==> config.mk <==
export PLATFORM = sky130hd
export DESIGN_NAME = board_periph_top
export DESIGN_NICKNAME = d
export VERILOG_FILES = /design/src/hw/axil_pkg.sv /design/src/hw/board_cfg_pkg.sv /design/src/hw/axil_spill.sv /design/src/hw/board_periph_top.sv /design/src/hw/board_regs.sv /design/src/hw/fan_pwm.sv /design/src/hw/rtc_divider.sv
export SDC_FILE = /design/constraint.sdc
export NUM_CORES = 1
export LEC_CHECK = 0
export ABC_AREA = 1
export BUFFER_PORTS_ARGS = -buffer_cell sky130_fd_sc_hd__buf_2
export CAP_MARGIN = 20
export CORE_UTILIZATION = 45
export CTS_CLUSTER_SIZE = 8
export DETAILED_ROUTE_END_ITERATION = 12
export GPL_ROUTABILITY_DRIVEN = 0
export PLACE_DENSITY_LB_ADDON = 0.2
export SLEW_MARGIN = 20
export SYNTH_ARGS = -nofsm -noshare
export SYNTH_HDL_FRONTEND = slang
export SYNTH_HIERARCHICAL = 1
export SYNTH_SLANG_ARGS = --single-unit
==> constraint.sdc <==
create_clock -name soc_clk -period 6.6 [get_ports soc_clk]
set_clock_uncertainty 0.15 [all_clocks]
set_input_delay 1.65 -clock soc_clk [delete_from_list [all_inputs] [get_ports soc_clk]]
set_output_delay 1.65 -clock soc_clk [all_outputs]
set_load 0.005 [all_outputs]
==> src/hw/axil_pkg.sv <==
package axil_pkg;

  ////////////////////////////////////////////////////////////////////////////
  // AXI4-Lite field types
  ////////////////////////////////////////////////////////////////////////////

  // 4 KiB register window
  typedef logic [11:0] axil_addr_t;
  typedef logic [31:0] axil_data_t;
  typedef logic [3:0]  axil_strb_t;
  typedef logic [2:0]  axil_prot_t;
  typedef logic [1:0]  axil_resp_t;

  localparam axil_resp_t OKAY   = 2'b00;
  localparam axil_resp_t SLVERR = 2'b10;

  ////////////////////////////////////////////////////////////////////////////
  // Request channel payloads
  ////////////////////////////////////////////////////////////////////////////

  typedef struct packed {
    axil_addr_t addr;
    axil_prot_t prot;
  } axil_aw_t;

  typedef struct packed {
    axil_addr_t addr;
    axil_prot_t prot;
  } axil_ar_t;

  typedef struct packed {
    axil_data_t data;
    axil_strb_t strb;
  } axil_w_t;

endpackage

==> src/hw/board_cfg_pkg.sv <==
package board_cfg_pkg;

  ////////////////////////////////////////////////////////////////////////////
  // Register map
  ////////////////////////////////////////////////////////////////////////////

  localparam axil_pkg::axil_addr_t REG_ID_ADDR      = 12'h000;
  localparam axil_pkg::axil_addr_t REG_FAN_ADDR     = 12'h004;
  localparam axil_pkg::axil_addr_t REG_RTC_ADDR     = 12'h008;
  localparam axil_pkg::axil_addr_t REG_SCRATCH_ADDR = 12'h00C;

  // Board identification word
  localparam axil_pkg::axil_data_t BOARD_ID  = 32'hB0A2_D001;
  // Returned on reads that hit nothing
  localparam axil_pkg::axil_data_t ERR_VALUE = 32'hBADC_AB1E;

  ////////////////////////////////////////////////////////////////////////////
  // Fan PWM
  ////////////////////////////////////////////////////////////////////////////

  typedef logic [3:0] fan_duty_t;

  localparam int unsigned FAN_STEPS      = 16;
  // soc_clk cycles per step, 64 cycle period
  localparam int unsigned FAN_PRESCALE   = 4;
  localparam int unsigned FAN_STEP_W     = $clog2(FAN_STEPS);
  localparam int unsigned FAN_PRESCALE_W = $clog2(FAN_PRESCALE);

  ////////////////////////////////////////////////////////////////////////////
  // RTC divider
  ////////////////////////////////////////////////////////////////////////////

  // Half period in soc_clk cycles, 10 cycle RTC period
  localparam int unsigned RTC_HALF_PERIOD = 5;
  localparam int unsigned RTC_DIV_W       = $clog2(RTC_HALF_PERIOD);

endpackage

==> src/hw/axil_spill.sv <==
`timescale 1ns/1ps

module axil_spill #(
  parameter type payload_t = logic
) (
  input  logic     soc_clk,
  input  logic     rst_n,
  input  logic     in_valid_i,
  output logic     in_ready_o,
  input  payload_t in_data_i,
  output logic     out_valid_o,
  input  logic     out_ready_i,
  output payload_t out_data_o
);

  // Slot A takes new data, slot B holds what the sink refused
  logic     a_full_q;
  payload_t a_data_q;
  logic     b_full_q;
  payload_t b_data_q;

  logic     a_fill;
  logic     a_drain;
  logic     b_fill;
  logic     b_drain;

  assign a_fill  = in_valid_i & in_ready_o;
  // A leaves when it is presented, to the sink or into B
  assign a_drain = a_full_q & ~b_full_q;
  assign b_fill  = a_drain & ~out_ready_i;
  assign b_drain = b_full_q & out_ready_i;

  always_ff @(posedge soc_clk or negedge rst_n) begin
    if (!rst_n) begin
      a_full_q <= 1'b0;
      b_full_q <= 1'b0;
    end else begin
      if (a_fill || a_drain) begin
        a_full_q <= a_fill;
      end
      if (b_fill || b_drain) begin
        b_full_q <= b_fill;
      end
    end
  end

  always_ff @(posedge soc_clk) begin
    if (a_fill) begin
      a_data_q <= in_data_i;
    end
    if (b_fill) begin
      b_data_q <= a_data_q;
    end
  end

  // Both sides see only flop outputs
  assign in_ready_o  = ~a_full_q | ~b_full_q;
  assign out_valid_o = a_full_q | b_full_q;
  assign out_data_o  = b_full_q ? b_data_q : a_data_q;

  // Stalled payload must not move, even while it shifts from A into B
  a_out_stable: assert property (@(posedge soc_clk) disable iff (!rst_n)
    out_valid_o && !out_ready_i |=> $stable(out_data_o));

endmodule

==> src/hw/board_periph_top.sv <==
`timescale 1ns/1ps

module board_periph_top (
  input  logic                  soc_clk,
  input  logic                  rst_n,
  input  logic                  s_awvalid_i,
  output logic                  s_awready_o,
  input  axil_pkg::axil_addr_t  s_awaddr_i,
  input  axil_pkg::axil_prot_t  s_awprot_i,
  input  logic                  s_wvalid_i,
  output logic                  s_wready_o,
  input  axil_pkg::axil_data_t  s_wdata_i,
  input  axil_pkg::axil_strb_t  s_wstrb_i,
  output logic                  s_bvalid_o,
  input  logic                  s_bready_i,
  output axil_pkg::axil_resp_t  s_bresp_o,
  input  logic                  s_arvalid_i,
  output logic                  s_arready_o,
  input  axil_pkg::axil_addr_t  s_araddr_i,
  input  axil_pkg::axil_prot_t  s_arprot_i,
  output logic                  s_rvalid_o,
  input  logic                  s_rready_i,
  output axil_pkg::axil_data_t  s_rdata_o,
  output axil_pkg::axil_resp_t  s_rresp_o,
  output logic                  fan_pwm_o,
  output logic                  rtc_clk_o
);

  import axil_pkg::*;
  import board_cfg_pkg::*;

  axil_aw_t   aw_in;
  axil_w_t    w_in;
  axil_ar_t   ar_in;

  logic       aw_valid;
  logic       aw_ready;
  axil_aw_t   aw;
  logic       w_valid;
  logic       w_ready;
  axil_w_t    w;
  logic       ar_valid;
  logic       ar_ready;
  axil_ar_t   ar;

  fan_duty_t  fan_duty;
  logic       rtc_clear;
  axil_data_t rtc_count;

  ////////////////////////////////////////////////////////////////////////////
  // Request spills
  ////////////////////////////////////////////////////////////////////////////

  assign aw_in = '{addr: s_awaddr_i, prot: s_awprot_i};
  assign w_in  = '{data: s_wdata_i, strb: s_wstrb_i};
  assign ar_in = '{addr: s_araddr_i, prot: s_arprot_i};

  axil_spill #(.payload_t(axil_aw_t)) u_aw_spill (
    .soc_clk     (soc_clk),
    .rst_n       (rst_n),
    .in_valid_i  (s_awvalid_i),
    .in_ready_o  (s_awready_o),
    .in_data_i   (aw_in),
    .out_valid_o (aw_valid),
    .out_ready_i (aw_ready),
    .out_data_o  (aw)
  );

  axil_spill #(.payload_t(axil_w_t)) u_w_spill (
    .soc_clk     (soc_clk),
    .rst_n       (rst_n),
    .in_valid_i  (s_wvalid_i),
    .in_ready_o  (s_wready_o),
    .in_data_i   (w_in),
    .out_valid_o (w_valid),
    .out_ready_i (w_ready),
    .out_data_o  (w)
  );

  axil_spill #(.payload_t(axil_ar_t)) u_ar_spill (
    .soc_clk     (soc_clk),
    .rst_n       (rst_n),
    .in_valid_i  (s_arvalid_i),
    .in_ready_o  (s_arready_o),
    .in_data_i   (ar_in),
    .out_valid_o (ar_valid),
    .out_ready_i (ar_ready),
    .out_data_o  (ar)
  );

  ////////////////////////////////////////////////////////////////////////////
  // Register block and board blocks
  ////////////////////////////////////////////////////////////////////////////

  board_regs u_regs (
    .soc_clk     (soc_clk),
    .rst_n       (rst_n),
    .aw_valid_i  (aw_valid),
    .aw_ready_o  (aw_ready),
    .aw_i        (aw),
    .w_valid_i   (w_valid),
    .w_ready_o   (w_ready),
    .w_i         (w),
    .b_valid_o   (s_bvalid_o),
    .b_ready_i   (s_bready_i),
    .b_resp_o    (s_bresp_o),
    .ar_valid_i  (ar_valid),
    .ar_ready_o  (ar_ready),
    .ar_i        (ar),
    .r_valid_o   (s_rvalid_o),
    .r_ready_i   (s_rready_i),
    .r_data_o    (s_rdata_o),
    .r_resp_o    (s_rresp_o),
    .rtc_count_i (rtc_count),
    .fan_duty_o  (fan_duty),
    .rtc_clear_o (rtc_clear)
  );

  fan_pwm u_fan_pwm (
    .soc_clk (soc_clk),
    .rst_n   (rst_n),
    .duty_i  (fan_duty),
    .pwm_o   (fan_pwm_o)
  );

  rtc_divider u_rtc_divider (
    .soc_clk   (soc_clk),
    .rst_n     (rst_n),
    .clear_i   (rtc_clear),
    .rtc_clk_o (rtc_clk_o),
    .count_o   (rtc_count)
  );

endmodule

==> src/hw/board_regs.sv <==
`timescale 1ns/1ps

module board_regs (
  input  logic                      soc_clk,
  input  logic                      rst_n,
  input  logic                      aw_valid_i,
  output logic                      aw_ready_o,
  input  axil_pkg::axil_aw_t        aw_i,
  input  logic                      w_valid_i,
  output logic                      w_ready_o,
  input  axil_pkg::axil_w_t         w_i,
  output logic                      b_valid_o,
  input  logic                      b_ready_i,
  output axil_pkg::axil_resp_t      b_resp_o,
  input  logic                      ar_valid_i,
  output logic                      ar_ready_o,
  input  axil_pkg::axil_ar_t        ar_i,
  output logic                      r_valid_o,
  input  logic                      r_ready_i,
  output axil_pkg::axil_data_t      r_data_o,
  output axil_pkg::axil_resp_t      r_resp_o,
  input  axil_pkg::axil_data_t      rtc_count_i,
  output board_cfg_pkg::fan_duty_t  fan_duty_o,
  output logic                      rtc_clear_o
);

  import axil_pkg::*;
  import board_cfg_pkg::*;

  logic       wr_fire;
  logic       rd_fire;
  axil_resp_t wr_resp;
  axil_data_t rd_data;
  axil_resp_t rd_resp;

  logic       b_valid_q;
  axil_resp_t b_resp_q;
  logic       r_valid_q;
  axil_data_t r_data_q;
  axil_resp_t r_resp_q;
  fan_duty_t  fan_duty_q;
  axil_data_t scratch_q;
  logic       rtc_clear_q;

  ////////////////////////////////////////////////////////////////////////////
  // Handshakes
  ////////////////////////////////////////////////////////////////////////////

  // AW and W are taken together, one B outstanding at a time
  assign wr_fire    = aw_valid_i & w_valid_i & ~b_valid_q;
  assign aw_ready_o = wr_fire;
  assign w_ready_o  = wr_fire;

  assign rd_fire    = ar_valid_i & ~r_valid_q;
  assign ar_ready_o = rd_fire;

  ////////////////////////////////////////////////////////////////////////////
  // Decode
  ////////////////////////////////////////////////////////////////////////////

  // ID is read-only, so writes to it fall into the error case
  always_comb begin
    case (aw_i.addr)
      REG_FAN_ADDR,
      REG_RTC_ADDR,
      REG_SCRATCH_ADDR: wr_resp = OKAY;
      default:          wr_resp = SLVERR;
    endcase
  end

  always_comb begin
    rd_resp = OKAY;
    case (ar_i.addr)
      REG_ID_ADDR:      rd_data = BOARD_ID;
      REG_FAN_ADDR:     rd_data = axil_data_t'(fan_duty_q);
      REG_RTC_ADDR:     rd_data = rtc_count_i;
      REG_SCRATCH_ADDR: rd_data = scratch_q;
      default: begin
        rd_data = ERR_VALUE;
        rd_resp = SLVERR;
      end
    endcase
  end

  ////////////////////////////////////////////////////////////////////////////
  // Registers
  ////////////////////////////////////////////////////////////////////////////

  always_ff @(posedge soc_clk or negedge rst_n) begin
    if (!rst_n) begin
      b_valid_q   <= 1'b0;
      r_valid_q   <= 1'b0;
      rtc_clear_q <= 1'b0;
      fan_duty_q  <= '0;
      scratch_q   <= '0;
    end else begin
      if (wr_fire) begin
        b_valid_q <= 1'b1;
      end else if (b_ready_i) begin
        b_valid_q <= 1'b0;
      end
      if (rd_fire) begin
        r_valid_q <= 1'b1;
      end else if (r_ready_i) begin
        r_valid_q <= 1'b0;
      end
      // Any write to RTC clears the tick count
      rtc_clear_q <= wr_fire && (aw_i.addr == REG_RTC_ADDR);
      if (wr_fire && (aw_i.addr == REG_FAN_ADDR) && w_i.strb[0]) begin
        fan_duty_q <= w_i.data[$bits(fan_duty_t)-1:0];
      end
      if (wr_fire && (aw_i.addr == REG_SCRATCH_ADDR)) begin
        for (int i = 0; i < $bits(axil_strb_t); i++) begin
          if (w_i.strb[i]) begin
            scratch_q[8*i +: 8] <= w_i.data[8*i +: 8];
          end
        end
      end
    end
  end

  always_ff @(posedge soc_clk) begin
    if (wr_fire) begin
      b_resp_q <= wr_resp;
    end
    if (rd_fire) begin
      r_data_q <= rd_data;
      r_resp_q <= rd_resp;
    end
  end

  assign b_valid_o   = b_valid_q;
  assign b_resp_o    = b_resp_q;
  assign r_valid_o   = r_valid_q;
  assign r_data_o    = r_data_q;
  assign r_resp_o    = r_resp_q;
  assign fan_duty_o  = fan_duty_q;
  assign rtc_clear_o = rtc_clear_q;

  // Responses are held until the master takes them
  a_b_hold: assert property (@(posedge soc_clk) disable iff (!rst_n)
    b_valid_o && !b_ready_i |=> b_valid_o && $stable(b_resp_o));
  a_r_hold: assert property (@(posedge soc_clk) disable iff (!rst_n)
    r_valid_o && !r_ready_i |=> r_valid_o && $stable(r_data_o));

endmodule

==> src/hw/fan_pwm.sv <==
`timescale 1ns/1ps

module fan_pwm (
  input  logic                      soc_clk,
  input  logic                      rst_n,
  input  board_cfg_pkg::fan_duty_t  duty_i,
  output logic                      pwm_o
);

  import board_cfg_pkg::*;

  logic [FAN_PRESCALE_W-1:0] presc_q;
  logic [FAN_STEP_W-1:0]     step_q;
  fan_duty_t                 duty_q;
  logic                      pwm_q;

  logic                      step_tick;
  logic [FAN_STEP_W-1:0]     step_next;
  fan_duty_t                 duty_next;

  assign step_tick = (presc_q == FAN_PRESCALE_W'(FAN_PRESCALE - 1));
  assign step_next = (step_q == FAN_STEP_W'(FAN_STEPS - 1)) ? '0 : step_q + 1'b1;
  // New duty only at a period start
  assign duty_next = (step_next == '0) ? duty_i : duty_q;

  always_ff @(posedge soc_clk or negedge rst_n) begin
    if (!rst_n) begin
      presc_q <= '0;
      step_q  <= '0;
      duty_q  <= '0;
      pwm_q   <= 1'b0;
    end else begin
      if (step_tick) begin
        presc_q <= '0;
        step_q  <= step_next;
        duty_q  <= duty_next;
        // High for the first duty steps, so duty 0 stays off
        pwm_q   <= (step_next < duty_next);
      end else begin
        presc_q <= presc_q + 1'b1;
      end
    end
  end

  assign pwm_o = pwm_q;

endmodule

==> src/hw/rtc_divider.sv <==
`timescale 1ns/1ps

module rtc_divider (
  input  logic                  soc_clk,
  input  logic                  rst_n,
  input  logic                  clear_i,
  output logic                  rtc_clk_o,
  output axil_pkg::axil_data_t  count_o
);

  import axil_pkg::*;
  import board_cfg_pkg::*;

  logic [RTC_DIV_W-1:0] half_cnt_q;
  logic                 rtc_clk_q;
  axil_data_t           count_q;
  logic                 half_done;

  assign half_done = (half_cnt_q == RTC_DIV_W'(RTC_HALF_PERIOD - 1));

  // Clock phase runs free of clear_i
  always_ff @(posedge soc_clk or negedge rst_n) begin
    if (!rst_n) begin
      half_cnt_q <= '0;
      rtc_clk_q  <= 1'b0;
    end else if (half_done) begin
      half_cnt_q <= '0;
      rtc_clk_q  <= ~rtc_clk_q;
    end else begin
      half_cnt_q <= half_cnt_q + 1'b1;
    end
  end

  // Tick on each rising edge of the RTC clock
  always_ff @(posedge soc_clk or negedge rst_n) begin
    if (!rst_n) begin
      count_q <= '0;
    end else if (clear_i) begin
      count_q <= '0;
    end else if (half_done && !rtc_clk_q) begin
      count_q <= count_q + 1'b1;
    end
  end

  assign rtc_clk_o = rtc_clk_q;
  assign count_o   = count_q;

endmodule

# [Yosys cells after proc, flatten, opt, wreduce, memory -nomap -nowiden]
# Index checks and enable logic that the tools add are counted.
# W data, S select, Z words.
[op_classes] order_cmp=1 bitwise=32 n_addsub=4 reduce_logical=23 muxes=16 eq_ne=9
[op_table] op="$pmux W32 S4" count=1
[op_table] op="$mux W32" count=2
[op_table] op="$eq A12 B4 Y1 const B" count=4
[op_table] op="$mux W36" count=1
[op_table] op="$add A32 B1 Y32 const B" count=1
[op_table] op="$mux W15" count=2
[op_table] op="$eq A12 B3 Y1 const B" count=2
[op_table] op="$and A1 B1 Y1" count=15
[op_table] op="$logic_not A12 Y1" count=1
[op_table] op="$not A1 Y1" count=11
[op_table] op="$mux W4" count=2
[op_table] op="$reduce_and A2 Y1" count=4
[op_table] op="$logic_or A1 B1 Y1" count=6
[op_table] op="$mux W2" count=3
[op_table] op="$or A1 B1 Y1" count=6
[op_table] op="$reduce_bool A2 Y1" count=3
[op_table] op="$logic_and A1 B1 Y1" count=5
[op_table] op="$add A4 B1 Y4 const B" count=1
[op_table] op="$eq A4 B4 Y1 const B" count=1
[op_table] op="$logic_not A4 Y1" count=1
[op_table] op="$lt A4 B4 Y1" count=1
[op_table] op="$mux W1" count=4
[op_table] op="$reduce_or A4 Y1" count=1
[op_table] op="$add A3 B1 Y3 const B" count=1
[op_table] op="other kinds (6)" count=6
[word_totals] out_inout_bits=43 reg_bits=260 wordCells=121 in_bits=73

# [Depth between registers and ports, before layout]
# Gate-level depths: netlist of the first run.
[logic_depth] ltp_word=6 ltp_mapped=14 ltp_nobuf=11

# [Hierarchy]
# The synthesis of the first run kept the hierarchy.
[modules_own_cells] module="board_regs" n_inst=1 cells_per_inst=378 area_each_um2=3422.0 seq_area_each_um2=1996.9
[modules_own_cells] module="axil_spill (u_w_spill)" n_inst=1 cells_per_inst=199 area_each_um2=2700.1 seq_area_each_um2=2212.1
[modules_own_cells] module="axil_spill (u_ar_spill ...)" n_inst=2 cells_per_inst=90 area_each_um2=1213.7 seq_area_each_um2=950.9
[modules_own_cells] module="rtc_divider" n_inst=1 cells_per_inst=289 area_each_um2=2087.0 seq_area_each_um2=900.9
[modules_own_cells] module="fan_pwm" n_inst=1 cells_per_inst=67 area_each_um2=585.6 seq_area_each_um2=275.3

# [Worst setup path after synthesis of the first run]
# No wires, ideal clock.
[synth_timing] path_kind="input -> register" start="input port s_wvalid_i" end="register u_w_spill/a_data_q[0] (netlist name), enable pin" t_arrival_ps=3461 required_ps=6009 slack_ps=2547 setup_ps=441 stages=2 n_path_buf=0 cell_sequence="inv_1 > a21oi_1"
[synth_via] elab_chain_len=1
[synth_rtl] item="from (decl)" line_no="board_periph_top.sv:10" source="input logic s_wvalid_i,"
[synth_rtl] item="$and A1 B1 Y1" line_no="axil_spill.sv:27" source="assign a_fill = in_valid_i & in_ready_o;"
[synth_rtl] item="named net u_w_spill.a_fill" line_no="axil_spill.sv:22" source="logic a_fill;"
[synth_rtl] item="to (signal assigned)" line_no="axil_spill.sv:49" source="a_data_q <= in_data_i;"
[synth_rtl] item="to (decl)" line_no="axil_spill.sv:18" source="payload_t a_data_q;"
# The timed path passes the listed nets, and every way through them passes these cells.
# A chain may end at the register's enable or synchronous reset.

# [Worst setup path after layout of the first run]
[layout_timing] start="register u_aw_spill.b_full_q" end="output port s_awready_o"
[layout_via] elab_chain_len=2
[layout_rtl] item="from (decl)" line_no="axil_spill.sv:19" source="logic b_full_q;"
[layout_rtl] item="from (signal assigned)" line_no="axil_spill.sv:42" source="b_full_q <= b_fill;"
[layout_rtl] item="$not A1 Y1" line_no="axil_spill.sv:57" source="assign in_ready_o = ~a_full_q | ~b_full_q;"
[layout_rtl] item="$or A1 B1 Y1" line_no="axil_spill.sv:57"
[layout_rtl] item="to (decl)" line_no="board_periph_top.sv:7" source="output logic s_awready_o,"
# No other way between the ends.

==> results.cfg, run 1 <==
[setup_path]
worstSetupStartpointType = flop
required_ns = 4.80
arrival_ns = 1.55
crit_type = reg2out
path_max_fanout = 16
cp-end-kind = primary output

[clocking]
cts_setup_buffers = 0
cts_max_path_buffers = 3
cts_resized = 0
ctsHtreeMaxLevel = 2
clkLatencyLatePin_ns = 0.50
root_buffer = clkbuf_16
cts_buffers = 36
cts.hold.buffers_added = 0
cts_tree = built
cts.sinks = 246
cts.clk_slew.worst_paths_ns = 0.05

[floorplan]
rows = 56
io_pins = 116
die_h_um = 157
die-width_um = 157
start_util = 0.460
fp.dieArea_mm2 = 0.0246
core_area_mm2 = 0.0235

[finish]
fin_cells = 1541
final_area_mm2 = 0.0125
drive_gt1_frac = 0.166
antenna_cells = 0
area_growth_pct = 16.2
fin_nets = 1276

[sta]
slew_headroom = 0.310
worstMarginPinSlew_ns = 1.03
hold_violations = 0
fmax_mhz = 299
rsz0062_at_grt = no
period_minus_slack_ns = 3.35
period_share = 0.507
setup_tns_ns = 0
fin_hold_ws_ns = 0.274
setup_viol = 0
finalMaxSlewViolations = 0

[power_and_ir_drop]
power_density_mw_per_mm2 = 368
ir_drop_mv = 0.250
leakage_nw = 5.44

[global_route]
antenna_found_initial = 0
grt_pass1_wl_um = 36000
grt_pass1_vias = 7002
track_usage = 0.188
grt_max_degree = 60
grt.overflow.total = 0

[synthesis]
syn-cell-area_mm2 = 0.0108
yosysWarningCount = 6
netlist_instances = 1083
syn_avg_cell_area_um2 = 9.96

[detailed_routing]
wl_per_cell_um = 14.3
via_per_inst = 4.88
drc_errors = 0
dr.pass1.iters = 5
wl_um = 22000
vias = 7521
ant_nets = 0
drt-initial-drc-count = 520

[run]
maxCapViolations = 0

[run_status]
status = finished, final reports clean

[place]
place_inst = 1475
placed_area_mm2 = 0.0115
port_buffers = 107
hpwlAfterDp_um = 14800

[worst_hold_path]
hold_path_class = reg2reg
-- flip-flops by register name, indices dropped and copies added (netlist names), 12 cells and up --
name                   cells
u_ar_spill/a_data_q       12
u_ar_spill/b_data_q       12
u_aw_spill/a_data_q       12
u_aw_spill/b_data_q       12
u_regs/r_data_o           32
u_regs/scratch_q          32
u_rtc_divider/count_o     32
u_w_spill/a_data_q        36
u_w_spill/b_data_q        36
-- power by group --
group	internal, mW	switching (mW)
clock	1.03	0.626
sequential	1.99	0.123
combinational	0.225	0.614
-- worst paths after layout --
check                                           from                   end  slack (ns)  cells after the start
min in group asynchronous                      rst_n   u_fan_pwm/step_q[0]        0.95                      1
worst min register to register  u_fan_pwm/presc_q[0]  u_fan_pwm/presc_q[0]        0.27                      1
worst min-delay path            u_fan_pwm/presc_q[0]  u_fan_pwm/presc_q[0]        0.27                      1
max in group asynchronous                      rst_n  u_regs/scratch_q[26]        4.20                      2
worst max-delay path             u_aw_spill/b_full_q           s_awready_o        3.25                      2
worst max register to register   u_ar_spill/b_full_q   u_regs/r_data_o[29]        3.46                      9
-- layout by cell type (no fill, tap or decap), drive strengths merged --
master / instances
a211oi: 1
a21oi: 29
a31oi: 1
and2: 2
buf: 113
clkbuf: 63
clkinv: 2
conb: 2
dfrtp: 92
edfxtp: 154
ha: 8
inv: 71
mux2i: 3
nand2: 437
nand3: 62
nand4: 32
nor2: 109
nor3: 3
nor3b: 2
o211ai: 6
o21ai: 29
o21bai: 1
-- area by class of cell --
class | count | area, um^2
Fill cell | 2112 | 10900
Sequential cell | 246 | 6930
Multi-Input combinational cell | 727 | 3290
Clock buffer | 63 | 1010
Timing Repair Buffer | 113 | 603
Tap cell | 319 | 399
Inverter | 71 | 278
Clock inverter | 2 | 25.0
-- layer usage --
metal  wire length, um  global-route usage  part of all wire
met1             10700               0.275              0.49
met2              9790               0.288              0.45
met3              1080              0.0327             0.049
met4               362              0.0551             0.016
met5                 0                   0                 0
-- critical path: stages, from the launching register on --
cell	delay (ns)
dfrtp_1	0.73
nand2_1	0.15
buf_2	0.17
-- through the flow --
step                 util  total power [mW]  worst slack (ns)
floorplan               -              2.77              2.55
global placement    0.488              2.96              3.40
detailed placement  0.488              2.98              3.33
CTS                 0.532              4.66              3.23
global route        0.534              4.87              3.11
finish              0.534              4.61              3.25
No activity file was read; power rests on OpenSTA's default activity.
==> run 2: changes to the inputs <==
Clock period 6.6 ns to 3.2 ns, I/O delays scaled along.
==> results.cfg, run 2 (same netlist as run 1, synthesis figures left out) <==
[detailed_routing]
ant_nets = 0
wl_per_cell_um = 14.4
drc_errors = 0
dr.pass1.iters = 5
wl_um = 22300
drt-initial-drc-count = 486
via_per_inst = 4.87
vias = 7537

[setup_path]
crit_start = u_ar_spill/b_full_q
arrival_ns = 2.77
reg2regPathDepth = 10
r2r_slack_ns = 0.51
cp-end-kind = flop
worstSetupStartpointType = flop
required_ns = 3.28
crit_type = reg2reg
path_max_fanout = 20
crit_path_end = u_regs/r_data_o[31]
reg2reg_to = u_regs/r_data_o[31]
r2r_start = u_ar_spill/b_full_q

[finish]
final_common_cell = nand2_1
drive_gt1_frac = 0.168
top_regs = u_w_spill/a_data_q (36), u_w_spill/b_data_q (36)
most-common-layout-cells = nand2_1, edfxtp_1, buf_2
area_growth_pct = 16.7
fin_nets = 1281
antenna_cells = 0
final_area_mm2 = 0.0126

[floorplan]
die-width_um = 157
rows = 56
die_h_um = 157
io_pins = 116
fp.dieArea_mm2 = 0.0246
core_area_mm2 = 0.0235
start_util = 0.460

[sta]
setup_viol = 0
rsz0062_at_grt = no
period_share = 0.842
setup_tns_ns = 0
fin_hold_ws_ns = 0.0459
finalMaxSlewViolations = 0
period_minus_slack_ns = 2.69
worstMarginPinSlew_ns = 1.03
hold_violations = 0
slew_headroom = 0.308
fmax_mhz = 371

[clocking]
cts_buffers = 36
cts.hold.buffers_added = 0
cts_resized = 0
root_buffer = clkbuf_16
cts.clk_slew.worst_paths_ns = 0.05
cts_setup_buffers = 0
cts_tree = built
cts_max_path_buffers = 3
cts.sinks = 246
clkLatencyLatePin_ns = 0.51
ctsHtreeMaxLevel = 2

[power_and_ir_drop]
pwr-share-clk = 0.365
p_comb_frac = 0.181
leakage_nw = 5.48
switching_share = 0.296
power_frac_seq = 0.454
p_int_mw = 6.77
power_density_mw_per_mm2 = 764
switchingPower_mw = 2.84
ir_drop_mv = 0.683

[global_route]
grt_pass1_vias = 7049
antenna_found_initial = 0
grt_pass1_wl_um = 35500
track_usage = 0.186
grt_max_degree = 44
grt.overflow.total = 0

[place]
hpwlAfterDp_um = 15000
port_buffers = 107
placed_area_mm2 = 0.0115

[run]
maxCapViolations = 0

[run_status]
status = finished, final reports clean

[worst_hold_path]
hold_path_class = in2async
## run 2: changes by cell type in the layout (fill, tap and decap cells not counted), sizes merged
cell	before	now
inv	71	70
clkbuf	63	65
buf	113	118
## run 2: metrics by stage
stage / instances / total power [mW] / setup slack [ns] / util
2_1_floorplan: 1084 / 5.72 / 0.334 / -
3_3_place_gp: 1481 / 6.13 / 0.597 / 0.491
3_5_place_dp: 1481 / 6.17 / 0.519 / 0.491
4_1_cts: 1547 / 9.73 / 0.521 / 0.536
5_1_grt: 1547 / 10.1 / 0.272 / 0.536
6_report: 1547 / 9.61 / 0.506 / 0.536
## run 2: routing by layer
layer	vias up	GRT usage	part of all wire
li1	3799	-	-
met1	3511	0.265	0.49
met2	196	0.282	0.44
met3	31	0.0360	0.053
met4	0	0.0677	0.022
met5	-	0	0
## run 2: layout make-up
type	count	area, um^2
clock inverter	1	16.3
timing repair buffer	118	633
clock buffer	65	1050
inverter	71	278
tap	319	399
sequential	246	6930
fill	2123	10900
multi-input combinational	727	3280
## run 2: critical path: stages (launching register included)
cell	delay (ns)
dfrtp_1	0.70
inv_6	0.13
nand2_1	0.09
nand2_1	0.05
nor2_1	0.12
nand2_1	0.11
nor2_4	0.38
o21ai_0	0.16
nand2_1	0.10
buf_4	0.25
nand3_1	0.17
## run 2: power groups by stage
stage	Sequential (mW)	Clock (mW)	Combinational, mW
global route	4.42	3.73	1.99
finish	4.36	3.51	1.74
detailed placement	4.42	0	1.75
global placement	4.41	0	1.72
floorplan	4.31	0	1.40
CTS	4.37	3.61	1.76
## run 2: how the worst min path moves through the flow
stage | end | depth (start not counted) | start
2_1_floorplan | u_fan_pwm/presc_q[0] | 1 | u_fan_pwm/presc_q[0]
3_3_place_gp | u_fan_pwm/presc_q[0] | 1 | u_fan_pwm/presc_q[0]
3_5_place_dp | u_fan_pwm/presc_q[0] | 1 | u_fan_pwm/presc_q[0]
4_1_cts | u_fan_pwm/presc_q[1] | 1 | rst_n
5_1_grt | u_fan_pwm/presc_q[1] | 1 | rst_n
6_report | u_fan_pwm/step_q[3] | 1 | rst_n
